--- src/rtl/cavlc_consts.svh ---
`ifndef CAVLC_CONSTS_SVH
`define CAVLC_CONSTS_SVH

`define CAVLC_MAX_COEFF      16 // Coefficients per 4x4 block and encode cycles
`define CAVLC_IDX_W          4
`define CAVLC_CNT_W          5  // Counts up to 16 inclusive
`define CAVLC_T1_CNT_W       2
`define CAVLC_T1_FLAG_W      3

`define CAVLC_LEVEL_IN_W     8
`define CAVLC_LEVEL_CODE_W   28 // 15 prefix zeros, stop bit, 12 suffix bits
`define CAVLC_LEVEL_LEN_W    5
`define CAVLC_TOKEN_CODE_W   16
`define CAVLC_TOKEN_LEN_W    5

`define CAVLC_SUFFIX_MAX     6
`define CAVLC_SUFFIX_LEN_W   3
`define CAVLC_ESC_PREFIX     15
`define CAVLC_ESC_SUFFIX_W   12

`endif
--- src/rtl/cavlc_ctrl_pkg.sv ---
package cavlc_ctrl_pkg;

    typedef enum logic [1:0] {
        IDLE    = 2'd0,
        LOAD    = 2'd1,
        ENC     = 2'd2,
        WAITBIS = 2'd3
    } enc_state_t;

endpackage : cavlc_ctrl_pkg

--- src/rtl/cavlc_types_pkg.sv ---
`include "cavlc_consts.svh"

package cavlc_types_pkg;

    typedef logic [`CAVLC_LEVEL_IN_W-1:0] level_code_t;

    // Statistics of one 4x4 block as delivered by the scanner
    typedef struct packed {
        logic [`CAVLC_T1_CNT_W-1:0]                t1_cnt;
        logic [`CAVLC_T1_FLAG_W-1:0]               t1_flags;
        logic [`CAVLC_CNT_W-1:0]                   total_coeff;
        logic [`CAVLC_CNT_W-1:0]                   level_cnt;
        level_code_t [`CAVLC_MAX_COEFF-1:0]        levels;
    } blk_stats_t;

    typedef logic [`CAVLC_TOKEN_CODE_W-1:0] token_code_t; // Right-aligned codeword
    typedef logic [`CAVLC_LEVEL_CODE_W-1:0] level_word_t; // Right-aligned codeword
    typedef logic [`CAVLC_LEVEL_LEN_W-1:0]  code_len_t;

endpackage : cavlc_types_pkg

--- src/rtl/cavlc_block_if.sv ---
`timescale 1ns/1ps
`include "cavlc_consts.svh"

interface cavlc_block_if;
    import cavlc_types_pkg::*;

    blk_stats_t              stats;
    logic                    load;       // High for the single LOAD cycle
    logic                    enc_active; // High through the sixteen ENC cycles
    logic [`CAVLC_IDX_W-1:0] enc_idx;
    logic                    enc_done;   // Last ENC cycle, just before WAITBIS

    modport ctrl (
        output stats,
        output load,
        output enc_active,
        output enc_idx,
        output enc_done
    );

    modport enc (
        input stats,
        input load,
        input enc_active,
        input enc_idx,
        input enc_done
    );

endinterface : cavlc_block_if

--- src/rtl/cavlc_enc_top.sv ---
`timescale 1ns/1ps
`include "cavlc_consts.svh"

module cavlc_enc_top (
    input  logic                          clk,
    input  logic                          rst,
    input  logic                          in_valid,
    input  logic [`CAVLC_T1_CNT_W-1:0]    t1_cnt,
    input  logic [`CAVLC_T1_FLAG_W-1:0]   t1_flags,
    input  logic [`CAVLC_CNT_W-1:0]       total_coeff,
    input  logic [`CAVLC_CNT_W-1:0]       level_cnt,
    input  cavlc_types_pkg::level_code_t  levels [`CAVLC_MAX_COEFF],
    input  logic                          bis_ready,
    output logic                          in_ready,
    output logic                          out_valid,
    output cavlc_types_pkg::token_code_t  coeff_token_code,
    output cavlc_types_pkg::code_len_t    coeff_token_len,
    output logic [`CAVLC_T1_FLAG_W-1:0]   t1_code,
    output logic [`CAVLC_T1_CNT_W-1:0]    t1_len,
    output logic                          level_valid,
    output cavlc_types_pkg::level_word_t  level_code,
    output cavlc_types_pkg::code_len_t    level_len
);
    import cavlc_types_pkg::*;

    blk_stats_t in_stats;

    cavlc_block_if blk_if ();

    always_comb begin
        in_stats.t1_cnt      = t1_cnt;
        in_stats.t1_flags    = t1_flags;
        in_stats.total_coeff = total_coeff;
        in_stats.level_cnt   = level_cnt;
        for (int i = 0; i < `CAVLC_MAX_COEFF; i++) begin
            in_stats.levels[i] = levels[i];
        end
    end

    // Trailing-ones signs go out unchanged, one bit per trailing one
    assign t1_code = blk_if.stats.t1_flags;
    assign t1_len  = blk_if.stats.t1_cnt;

    cavlc_enc_ctrl u_ctrl (
        .clk       (clk),
        .rst       (rst),
        .in_valid  (in_valid),
        .in_stats  (in_stats),
        .in_ready  (in_ready),
        .out_valid (out_valid),
        .bis_ready (bis_ready),
        .blk       (blk_if)
    );

    coeff_token_enc u_token (
        .clk        (clk),
        .rst        (rst),
        .blk        (blk_if),
        .token_code (coeff_token_code),
        .token_len  (coeff_token_len)
    );

    level_code_enc u_level (
        .clk         (clk),
        .rst         (rst),
        .blk         (blk_if),
        .level_valid (level_valid),
        .level_code  (level_code),
        .level_len   (level_len)
    );

endmodule : cavlc_enc_top

--- src/rtl/level_code_enc.sv ---
`timescale 1ns/1ps
`include "cavlc_consts.svh"

module level_code_enc (
    input  logic                       clk,
    input  logic                       rst,
    cavlc_block_if.enc                 blk,
    output logic                       level_valid,
    output cavlc_types_pkg::level_word_t level_code,
    output cavlc_types_pkg::code_len_t   level_len
);
    import cavlc_types_pkg::*;

    level_code_t                    c;
    logic [`CAVLC_SUFFIX_LEN_W-1:0] s_len;
    logic [`CAVLC_SUFFIX_LEN_W-1:0] s_base;
    logic [`CAVLC_SUFFIX_LEN_W-1:0] s_next;
    logic [9:0]                     esc_base;
    logic [4:0]                     prefix;
    logic [`CAVLC_ESC_SUFFIX_W-1:0] suffix;
    logic [3:0]                     suf_size;
    logic [7:0]                     abs_lvl;
    logic [7:0]                     thresh;
    logic                           encode;
    level_word_t                    code_next;
    code_len_t                      len_next;

    assign c        = blk.stats.levels[blk.enc_idx];
    assign encode   = blk.enc_active && ({1'b0, blk.enc_idx} < blk.stats.level_cnt);
    assign esc_base = 10'd15 << s_len; // First levelCode that needs the escape prefix

    always_comb begin
        prefix   = 5'(`CAVLC_ESC_PREFIX);
        suffix   = `CAVLC_ESC_SUFFIX_W'({2'b00, c} - esc_base);
        suf_size = 4'(`CAVLC_ESC_SUFFIX_W);
        if (s_len == '0) begin
            if (c < 8'd14) begin
                prefix   = c[4:0];
                suffix   = '0;
                suf_size = 4'd0;
            end else if (c < 8'd30) begin
                prefix   = 5'd14;
                suffix   = `CAVLC_ESC_SUFFIX_W'(c - 8'd14);
                suf_size = 4'd4;
            end else begin
                suffix   = `CAVLC_ESC_SUFFIX_W'(c - 8'd30);
            end
        end else if ({2'b00, c} < esc_base) begin
            prefix   = 5'(c >> s_len);
            suffix   = `CAVLC_ESC_SUFFIX_W'(c & ~(8'hff << s_len));
            suf_size = 4'(s_len);
        end
        code_next = level_word_t'(suffix) | (level_word_t'(1) << suf_size);
        len_next  = code_len_t'(prefix) + code_len_t'(1) + code_len_t'(suf_size);
    end

    // suffixLength adaptation after each coded level
    always_comb begin
        s_base  = (s_len == '0) ? `CAVLC_SUFFIX_LEN_W'(1) : s_len;
        abs_lvl = {1'b0, c[7:1]} + 8'd1;
        thresh  = 8'd3 << (s_base - 1'b1);
        s_next  = s_base;
        if ((abs_lvl > thresh) && (s_base < `CAVLC_SUFFIX_LEN_W'(`CAVLC_SUFFIX_MAX))) begin
            s_next = s_base + 1'b1;
        end
    end

    always_ff @(posedge clk) begin
        if (rst) begin
            s_len       <= '0;
            level_valid <= 1'b0;
        end else begin
            level_valid <= encode;
            if (blk.load) begin
                s_len <= ((blk.stats.total_coeff > 5'd10) && (blk.stats.t1_cnt < 2'd3)) ?
                         `CAVLC_SUFFIX_LEN_W'(1) : '0;
            end else if (encode) begin
                s_len <= s_next;
            end
        end
    end

    always_ff @(posedge clk) begin
        if (encode) begin
            level_code <= code_next;
            level_len  <= len_next;
        end
    end

endmodule : level_code_enc

--- src/rtl/coeff_token_enc.sv ---
`timescale 1ns/1ps
`include "cavlc_consts.svh"

module coeff_token_enc (
    input  logic                       clk,
    input  logic                       rst,
    cavlc_block_if.enc                 blk,
    output cavlc_types_pkg::token_code_t token_code,
    output cavlc_types_pkg::code_len_t   token_len
);
    import cavlc_types_pkg::*;

    token_code_t lut_code;
    code_len_t   lut_len;

    // coeff_token table for 0 <= nC < 2, keyed by {TrailingOnes, TotalCoeff}
    always_comb begin
        {lut_code, lut_len} = '0; // Impossible combinations give length 0
        case ({blk.stats.t1_cnt, blk.stats.total_coeff})
            {2'd0, 5'd0}:  {lut_code, lut_len} = {16'd1, 5'd1};
            {2'd0, 5'd1}:  {lut_code, lut_len} = {16'd5, 5'd6};
            {2'd0, 5'd2}:  {lut_code, lut_len} = {16'd7, 5'd8};
            {2'd0, 5'd3}:  {lut_code, lut_len} = {16'd7, 5'd9};
            {2'd0, 5'd4}:  {lut_code, lut_len} = {16'd7, 5'd10};
            {2'd0, 5'd5}:  {lut_code, lut_len} = {16'd7, 5'd11};
            {2'd0, 5'd6}:  {lut_code, lut_len} = {16'd15, 5'd13};
            {2'd0, 5'd7}:  {lut_code, lut_len} = {16'd11, 5'd13};
            {2'd0, 5'd8}:  {lut_code, lut_len} = {16'd8, 5'd13};
            {2'd0, 5'd9}:  {lut_code, lut_len} = {16'd15, 5'd14};
            {2'd0, 5'd10}: {lut_code, lut_len} = {16'd11, 5'd14};
            {2'd0, 5'd11}: {lut_code, lut_len} = {16'd15, 5'd15};
            {2'd0, 5'd12}: {lut_code, lut_len} = {16'd11, 5'd15};
            {2'd0, 5'd13}: {lut_code, lut_len} = {16'd15, 5'd16};
            {2'd0, 5'd14}: {lut_code, lut_len} = {16'd11, 5'd16};
            {2'd0, 5'd15}: {lut_code, lut_len} = {16'd7, 5'd16};
            {2'd0, 5'd16}: {lut_code, lut_len} = {16'd4, 5'd16};
            {2'd1, 5'd1}:  {lut_code, lut_len} = {16'd1, 5'd2};
            {2'd1, 5'd2}:  {lut_code, lut_len} = {16'd4, 5'd6};
            {2'd1, 5'd3}:  {lut_code, lut_len} = {16'd6, 5'd8};
            {2'd1, 5'd4}:  {lut_code, lut_len} = {16'd6, 5'd9};
            {2'd1, 5'd5}:  {lut_code, lut_len} = {16'd6, 5'd10};
            {2'd1, 5'd6}:  {lut_code, lut_len} = {16'd6, 5'd11};
            {2'd1, 5'd7}:  {lut_code, lut_len} = {16'd14, 5'd13};
            {2'd1, 5'd8}:  {lut_code, lut_len} = {16'd10, 5'd13};
            {2'd1, 5'd9}:  {lut_code, lut_len} = {16'd14, 5'd14};
            {2'd1, 5'd10}: {lut_code, lut_len} = {16'd10, 5'd14};
            {2'd1, 5'd11}: {lut_code, lut_len} = {16'd14, 5'd15};
            {2'd1, 5'd12}: {lut_code, lut_len} = {16'd10, 5'd15};
            {2'd1, 5'd13}: {lut_code, lut_len} = {16'd1, 5'd15};
            {2'd1, 5'd14}: {lut_code, lut_len} = {16'd14, 5'd16};
            {2'd1, 5'd15}: {lut_code, lut_len} = {16'd10, 5'd16};
            {2'd1, 5'd16}: {lut_code, lut_len} = {16'd6, 5'd16};
            {2'd2, 5'd2}:  {lut_code, lut_len} = {16'd1, 5'd3};
            {2'd2, 5'd3}:  {lut_code, lut_len} = {16'd5, 5'd7};
            {2'd2, 5'd4}:  {lut_code, lut_len} = {16'd5, 5'd8};
            {2'd2, 5'd5}:  {lut_code, lut_len} = {16'd5, 5'd9};
            {2'd2, 5'd6}:  {lut_code, lut_len} = {16'd5, 5'd10};
            {2'd2, 5'd7}:  {lut_code, lut_len} = {16'd5, 5'd11};
            {2'd2, 5'd8}:  {lut_code, lut_len} = {16'd13, 5'd13};
            {2'd2, 5'd9}:  {lut_code, lut_len} = {16'd9, 5'd13};
            {2'd2, 5'd10}: {lut_code, lut_len} = {16'd13, 5'd14};
            {2'd2, 5'd11}: {lut_code, lut_len} = {16'd9, 5'd14};
            {2'd2, 5'd12}: {lut_code, lut_len} = {16'd13, 5'd15};
            {2'd2, 5'd13}: {lut_code, lut_len} = {16'd9, 5'd15};
            {2'd2, 5'd14}: {lut_code, lut_len} = {16'd13, 5'd16};
            {2'd2, 5'd15}: {lut_code, lut_len} = {16'd9, 5'd16};
            {2'd2, 5'd16}: {lut_code, lut_len} = {16'd5, 5'd16};
            {2'd3, 5'd3}:  {lut_code, lut_len} = {16'd3, 5'd5};
            {2'd3, 5'd4}:  {lut_code, lut_len} = {16'd3, 5'd6};
            {2'd3, 5'd5}:  {lut_code, lut_len} = {16'd4, 5'd7};
            {2'd3, 5'd6}:  {lut_code, lut_len} = {16'd4, 5'd8};
            {2'd3, 5'd7}:  {lut_code, lut_len} = {16'd4, 5'd9};
            {2'd3, 5'd8}:  {lut_code, lut_len} = {16'd4, 5'd10};
            {2'd3, 5'd9}:  {lut_code, lut_len} = {16'd4, 5'd11};
            {2'd3, 5'd10}: {lut_code, lut_len} = {16'd12, 5'd13};
            {2'd3, 5'd11}: {lut_code, lut_len} = {16'd12, 5'd14};
            {2'd3, 5'd12}: {lut_code, lut_len} = {16'd8, 5'd14};
            {2'd3, 5'd13}: {lut_code, lut_len} = {16'd12, 5'd15};
            {2'd3, 5'd14}: {lut_code, lut_len} = {16'd8, 5'd15};
            {2'd3, 5'd15}: {lut_code, lut_len} = {16'd12, 5'd16};
            {2'd3, 5'd16}: {lut_code, lut_len} = {16'd8, 5'd16};
            default: {lut_code, lut_len} = '0;
        endcase
    end

    // Captured at the end of the window and held through WAITBIS
    always_ff @(posedge clk) begin
        if (rst) begin
            token_code <= '0;
            token_len  <= '0;
        end else if (blk.enc_done) begin
            token_code <= lut_code;
            token_len  <= lut_len;
        end
    end

endmodule : coeff_token_enc

--- src/rtl/cavlc_enc_ctrl.sv ---
`timescale 1ns/1ps
`include "cavlc_consts.svh"

module cavlc_enc_ctrl (
    input  logic                      clk,
    input  logic                      rst,
    input  logic                      in_valid,
    input  cavlc_types_pkg::blk_stats_t in_stats,
    output logic                      in_ready,
    output logic                      out_valid,
    input  logic                      bis_ready,
    cavlc_block_if.ctrl               blk
);
    import cavlc_types_pkg::*;
    import cavlc_ctrl_pkg::*;

    enc_state_t              state;
    enc_state_t              next_state;
    logic [`CAVLC_IDX_W-1:0] cycle;
    blk_stats_t              stats_q;
    logic                    accept;

    assign accept    = in_valid && in_ready;
    assign in_ready  = (state == IDLE);
    assign out_valid = (state == WAITBIS);

    // Block statistics are held for the whole encode and until release
    always_ff @(posedge clk) begin
        if (accept) begin
            stats_q <= in_stats;
        end
    end

    always_ff @(posedge clk) begin
        if (rst) begin
            state <= IDLE;
        end else begin
            state <= next_state;
        end
    end

    always_comb begin
        next_state = state;
        case (state)
            IDLE: begin
                if (accept) begin
                    next_state = LOAD;
                end
            end
            LOAD: begin
                next_state = ENC;
            end
            ENC: begin
                if (cycle == `CAVLC_IDX_W'(`CAVLC_MAX_COEFF - 1)) begin
                    next_state = WAITBIS;
                end
            end
            WAITBIS: begin
                if (bis_ready) begin
                    next_state = IDLE;
                end
            end
            default: begin
                next_state = IDLE;
            end
        endcase
    end

    // Wraps back to zero after the sixteenth ENC cycle
    always_ff @(posedge clk) begin
        if (rst) begin
            cycle <= '0;
        end else if (state == ENC) begin
            cycle <= cycle + 1'b1;
        end else begin
            cycle <= '0;
        end
    end

    assign blk.stats      = stats_q;
    assign blk.load       = (state == LOAD);
    assign blk.enc_active = (state == ENC);
    assign blk.enc_idx    = cycle;
    assign blk.enc_done   = (state == ENC) && (next_state == WAITBIS);

endmodule : cavlc_enc_ctrl

--- config.mk ---
export PLATFORM = sky130hd
export DESIGN_NAME = cavlc_enc_top
export DESIGN_NICKNAME = d
export VERILOG_FILES = /design/src/rtl/cavlc_ctrl_pkg.sv /design/src/rtl/cavlc_types_pkg.sv /design/src/rtl/cavlc_block_if.sv /design/src/rtl/cavlc_enc_top.sv /design/src/rtl/level_code_enc.sv /design/src/rtl/coeff_token_enc.sv /design/src/rtl/cavlc_enc_ctrl.sv
export VERILOG_INCLUDE_DIRS = /design/src /design/src/rtl
export SDC_FILE = /design/constraint.sdc
export NUM_CORES = 1
export LEC_CHECK = 0
export BUFFER_PORTS_ARGS = -buffer_cell sky130_fd_sc_hd__buf_2
export CAP_MARGIN = 20
export CORE_MARGIN = 5
export CORE_UTILIZATION = 42
export DETAILED_ROUTE_END_ITERATION = 10
export MAX_ROUTING_LAYER = met4
export PLACE_DENSITY = 0.67
export SYNTH_ARGS = -nofsm -noshare
export SYNTH_HDL_FRONTEND = slang
export SYNTH_SLANG_ARGS = --single-unit
--- constraint.sdc ---
create_clock -name clk -period 6.74 [get_ports clk]
set_clock_uncertainty 0.15 [all_clocks]
set_input_delay 0.674 -clock clk [delete_from_list [all_inputs] [get_ports clk]]
set_output_delay 0.674 -clock clk [all_outputs]
set_load 0.02 [all_outputs]
Word level (Yosys, flattened, before mapping)
Memories as Yosys holds them, arrays and structs flattened. A register that Yosys moved wholly into a read port is not among the register bits.
Cells that the tools add are included.
Storage, ports and cells
  logic and storage cells: 92
  memories kept: 1
  register bits after elaboration: 202
  memory bits (read-only): 1152
  input bits: 147
  output and inout bits: 62
Cells by class
  bitwise logic cells: 4
  eq/ne operators: 5
  shifts and indexed selects: 5
  muxes and demuxes: 23
  reduce and logical (&&, ||, !) cells: 9
  magnitude comparators: 9
  $add $sub $neg: 9
Memories
  (no name shown): depth 128, bits a word 9, read ports 1, clocked after memory_dff 1, wr ports 0, RTL line coeff_token_enc.sv:19  | case ({blk.stats.t1_cnt, blk.stats.total_coeff})
Operators by type and width (number)
  $mux W12: 4
  $bmux W8 S4: 1
  $or A12 B28 Y28: 1
  $shl A1 B4 Y28 const A: 1
  $mux W4: 4
  $mux W5: 3
  $and A8 B12 Y12: 1
  $mux W3: 4
  $not A12 Y12: 1
  $shl A8 B3 Y12 const A: 1
  $sub A8 B10 Y11: 1
  $lt A8 B10 Y1: 1
  $shl A4 B3 Y10 const A: 1
  $sub A8 B4 Y9 const B: 1
  $sub A8 B5 Y9 const B: 1
  $add A7 B1 Y8 const B: 1
  $gt A8 B8 Y1: 1
  $lt A8 B4 Y1 const B: 1
  $lt A8 B5 Y1 const B: 1
  $mux W8: 1
  $pmux W2 S4: 1
  $shl A2 B3 Y8 const A: 1
  $shr A8 B3 Y5: 1
  $eq A2 B2 Y1 const B: 3
  other kinds (20): 27

Logic depth before layout (Yosys ltp)
  word-level depth: 9
  gate-level depth with buffers: 22

Hierarchy
Synthesis repeated with hierarchy kept, for this count alone.
Unflattened totals
  cell total of the unflattened synthesis: 745
  area, all modules: 9570.4 sq um
By module, submodules not included
  cavlc_enc_ctrl: area each 4549.4 sq um, cells an instance 168, times used 1
  level_code_enc: area each 3763.6 sq um, cells an instance 397, times used 1
  coeff_token_enc: area each 1257.5 sq um, cells an instance 180, times used 1

Least setup slack after synthesis
No wires, ideal clock.
  path type: register -> register
  start: register u_ctrl.cycle[0], in the netlist u_ctrl.blk.enc_idx[0]
  end: register u_level.level_len[4] (data pin)
  clock period less this slack: 4.964 ns
  data arrival time: 4.551 ns
  stages on the path, launching flop included: 20
  required time: 6.328 ns
  setup slack: 1.776 ns
  cell sequence: dfxtp_1 > buf_6 > buf_6 > mux4_1 > a22o_1 > a221oi_1 > inv_1 > ha_1 > a21oi_1 > o2111ai_1 > o21bai_1 > buf_2 > clkbuf_1 > o21ai_0 > a22o_1 > ha_1 > a211o_1 > a31o_2 > a21oi_1 > xnor2_1
Between the ends
  cells in the longest elaborated chain, start to end: 8
  elaborated cells on any way between the ends: 16
RTL lines
  from (decl): RTL line cavlc_enc_ctrl.sv:19  | logic [`CAVLC_IDX_W-1:0] cycle;
  from (signal assigned): RTL line cavlc_enc_ctrl.sv:74  | cycle <= cycle + 1'b1;
  $bmux W8 S4 (*): RTL line level_code_enc.sv:28  | assign c = blk.stats.levels[blk.enc_idx];
  $mux W8 (implied by the code) (*): RTL line level_code_enc.sv:28
  $lt A8 B5 Y1: RTL line level_code_enc.sv:41  | end else if (c < 8'd30) begin
  $mux W1: RTL line level_code_enc.sv:41
  $mux W5: RTL line level_code_enc.sv:37  | if (c < 8'd14) begin
  $mux W5: RTL line level_code_enc.sv:36  | if (s_len == '0) begin
  $add A5 B1 Y5: RTL line level_code_enc.sv:54  | len_next = code_len_t'(prefix) + code_len_t'(1) + code_len_t'(suf_size);
  $add A5 B4 Y5 (*): RTL line level_code_enc.sv:54
  net u_level.len_next[4]: RTL line level_code_enc.sv:26  | code_len_t len_next;
  to (signal assigned): RTL line level_code_enc.sv:86  | level_len <= len_next;
  to (decl): RTL line level_code_enc.sv:10  | output cavlc_types_pkg::code_len_t level_len
Mark *: on every way through the listed nets, which the timed path passes. The rest lies on a longest branch. The select of a mux whose other input is x is not followed.
A chain may end at the register's enable or synchronous reset.

Worst setup path in the final report
Ends and elaborated chain as after synthesis.

==> out/results.txt <==
Routed WL: 22,400 um
Crit. Startpoint: u_ctrl.blk.enc_idx[0]
RSZ-0062 raised after global routing: false
total clock sinks: 183
clk buf depth: 2
final worst-path cycle share: 0.801
Max FO, Critical Path: 31
worst hold path startpoint: levels[76]
Initial Utilization: 0.425
critical path type: reg -> reg
top_reg_cell synth: edfxtp_1
DRC viols: 0
post-synthesis sequential area ratio: 0.555
Post-Synthesis Cells: 756
Rows: 55
async set-reset flop share out of synthesis: 0
Arrival @ worst endpoint: 5.43 ns
count of flip-flops with a built-in enable after synthesis: 164
Post-CTS Resized: 0
worst skew pair latency: 0.43 ns
Die H: 161 um
YS warnings: 0
Setup Fix Bufs, Post-CTS: 0
die area: 25,900 sq um
vias per cell: 5.36
max_cap viols: 0
Worst EP required: 6.77 ns
Peak supply drop: 0.000175 V
post-synthesis sequential element count: 183
Core ar.: 22,500 sq um
final std cell area, no fill: 11,200 sq um
fin cells: 1,224
critical path endpoint category: flip-flop
CTS tree: built
H-tree depth: 4
vias in the first global route: 6,485
first-pass GRT wire length: 35,200 um
Post-Syn Area: 9560 sq um
worst slew pin tran: 1.08 ns
Total Power: 2830 uW
fmax: 185 MHz
share of cells above drive strength 1: 0.285
global placement routability congestion: 0.893
pin count of the biggest net entering global routing: 86
antenna violations before repair: 3
input/output buffers: 184
Inst Count DP: 1,190
Cell Pwr Density: 253 nW/um^2
Netlist cell types: 75
GRT Resource Usage Total: 0.177
DRT iter0 DRCs: 566
die width: 161 um
Net count, final: 1,112
total CTS buffers: 17
class of the worst hold path: in -> reg
Worst setup SP type: flip-flop
setup violators final: 0
IO Count: 209
clock slew at reported path FFs: 0.08 ns
Max Slew Vio Count: 0
DPL Wire Length: 16,400 um
setup TNS: 0 ns
P&R area growth vs syn: 17.1%
Final Hold Fails: 0
CTS Root Buffer Type: clkbuf_16
Post-DRT Antenna Nets: 0
detailed-route wire length per cell: 18.3 um
Hold-fix buffers, CTS: 0
Max-slew headroom: 0.279
outcome: completed
Syn Area/Cell: 12.6 sq um
DR vias: 6,562
drt pass-1 iters: 6
gr ovfl total: 0
Post-DP Area: 10,600 sq um
Leak: 0.00430 uW
crit path time final: 5.40 ns
Reg-to-Reg Start: u_ctrl.blk.enc_idx[0]
## layer usage
metal	track usage	vias to the layer above	share of wire
li1	-	3172	-
met1	0.240	3073	0.44
met2	0.277	291	0.47
met3	0.0295	26	0.072
met4	0.0481	0	0.016
met5	-	-	0
## synth_stat cells, drive strengths merged (6+ instances only)
master / count / area share
edfxtp: 164 / 0.52
nor2: 51 / 0.022
nand2: 50 / 0.020
a21oi: 46 / 0.024
buf: 43 / 0.032
ha: 40 / 0.052
o21ai: 36 / 0.019
inv: 33 / 0.013
mux4: 32 / 0.080
clkbuf: 28 / 0.011
dfxtp: 19 / 0.040
nor3: 17 / 0.011
xnor2: 14 / 0.013
mux2i: 13 / 0.014
nand2b: 13 / 0.0085
nand3: 12 / 0.0063
nor2b: 12 / 0.0079
a211oi: 11 / 0.0086
a31oi: 10 / 0.0065
a22o: 8 / 0.0076
a21o: 7 / 0.0055
a311oi: 7 / 0.0071
and2: 7 / 0.0046
a22oi: 6 / 0.0047
o221ai: 6 / 0.0055
## cell usage in the layout, fill, tap and decap left out, types with 5 or more instances in the layout
master and count:
nand2b_1 13, nor2_1 50, a21o_1 7, o221ai_1 6, a311oi_1 6, mux2i_1 13
a31oi_1 10, a21oi_1 46, nand2_1 50, and2_1 5, nor3_1 15, inv_1 31
xnor2_1 14, ha_1 40, clkinv_4 5, nand3_1 12, clkbuf_16 17, o21ai_0 36
mux4_2 19, a211oi_1 11, conb_1 27, mux4_1 13, nor2b_1 12, inv_8 5
mux2_2 5, buf_4 10, dfxtp_1 17, edfxtp_1 164, a22oi_1 6, a22o_1 6
buf_2 184
## kinds of logic (layout without fill, tap and decap cells)
logic type,Yosys count,count (layout),synth area share
AOI/OAI and AO/OA,175,175,0.123
other,1,30,0.000392
xor gates and xnor gates,16,16,0.0147
and+or+nand+nor,184,184,0.0953
DFF,183,183,0.555
buffers and inverters,105,259,0.0567
muxes,50,50,0.100
adders and majority gates,42,42,0.0555
## stage by stage
step,setup slack [ns],util,hold slack [ns]
floorplan,1.78,-,0.318
global placement,1.43,0.471,0.302
detailed placement,1.36,0.471,0.314
CTS,1.34,0.497,0.249
global route,0.944,0.497,0.245
finish,1.34,0.497,0.265
## final timing paths
path                                 to  slack (ns)  depth (start not counted)
setup / recovery   u_level.level_len[4]        1.34                         15
hold / removal     u_ctrl.blk.stats[52]        0.26                          1
setup reg to reg   u_level.level_len[4]        1.34                         15
hold reg to reg   u_token.token_code[2]        0.32                          2
## state kept, by name, indices dropped and copies added (netlist names), 2 cells and up
register,count
u_ctrl.blk.stats,143
u_level.level_code,16
u_level.level_len,5
u_token.token_len,5
u_ctrl.blk.enc_idx,4
u_token.token_code,4
u_level.s_len,3
u_ctrl.state,2
## worst max-delay path, cell delays in order (launching register included)
cell and delay, ns:
dfxtp_2 0.86, mux4_1 0.64, a22o_2 0.33, nor2_8 0.18
inv_4 0.06, ha_1 0.37, a211oi_1 0.35, o2111ai_1 0.18
o21bai_1 0.60, o21ai_0 0.19, a22o_1 0.23, ha_1 0.21
a211o_1 0.29, a31o_2 0.25, a21oi_1 0.16, xnor2_1 0.08
## power by group
group          internal (uW)  switching (uW)  total (uW)
combinational            196             279         475
sequential              1340            44.1        1380
clock                    495             480         975
## final cells by class
type,instances,area [sq um]
sequential,183,5310
inverter,34,130
clock inverter,14,156
antenna,3,7.51
multi-input combinational,494,3810
timing repair buffer,194,996
clock buffer,17,425
fill,1958,11300
tap,285,357
Power figures use the tool's default switching activity.
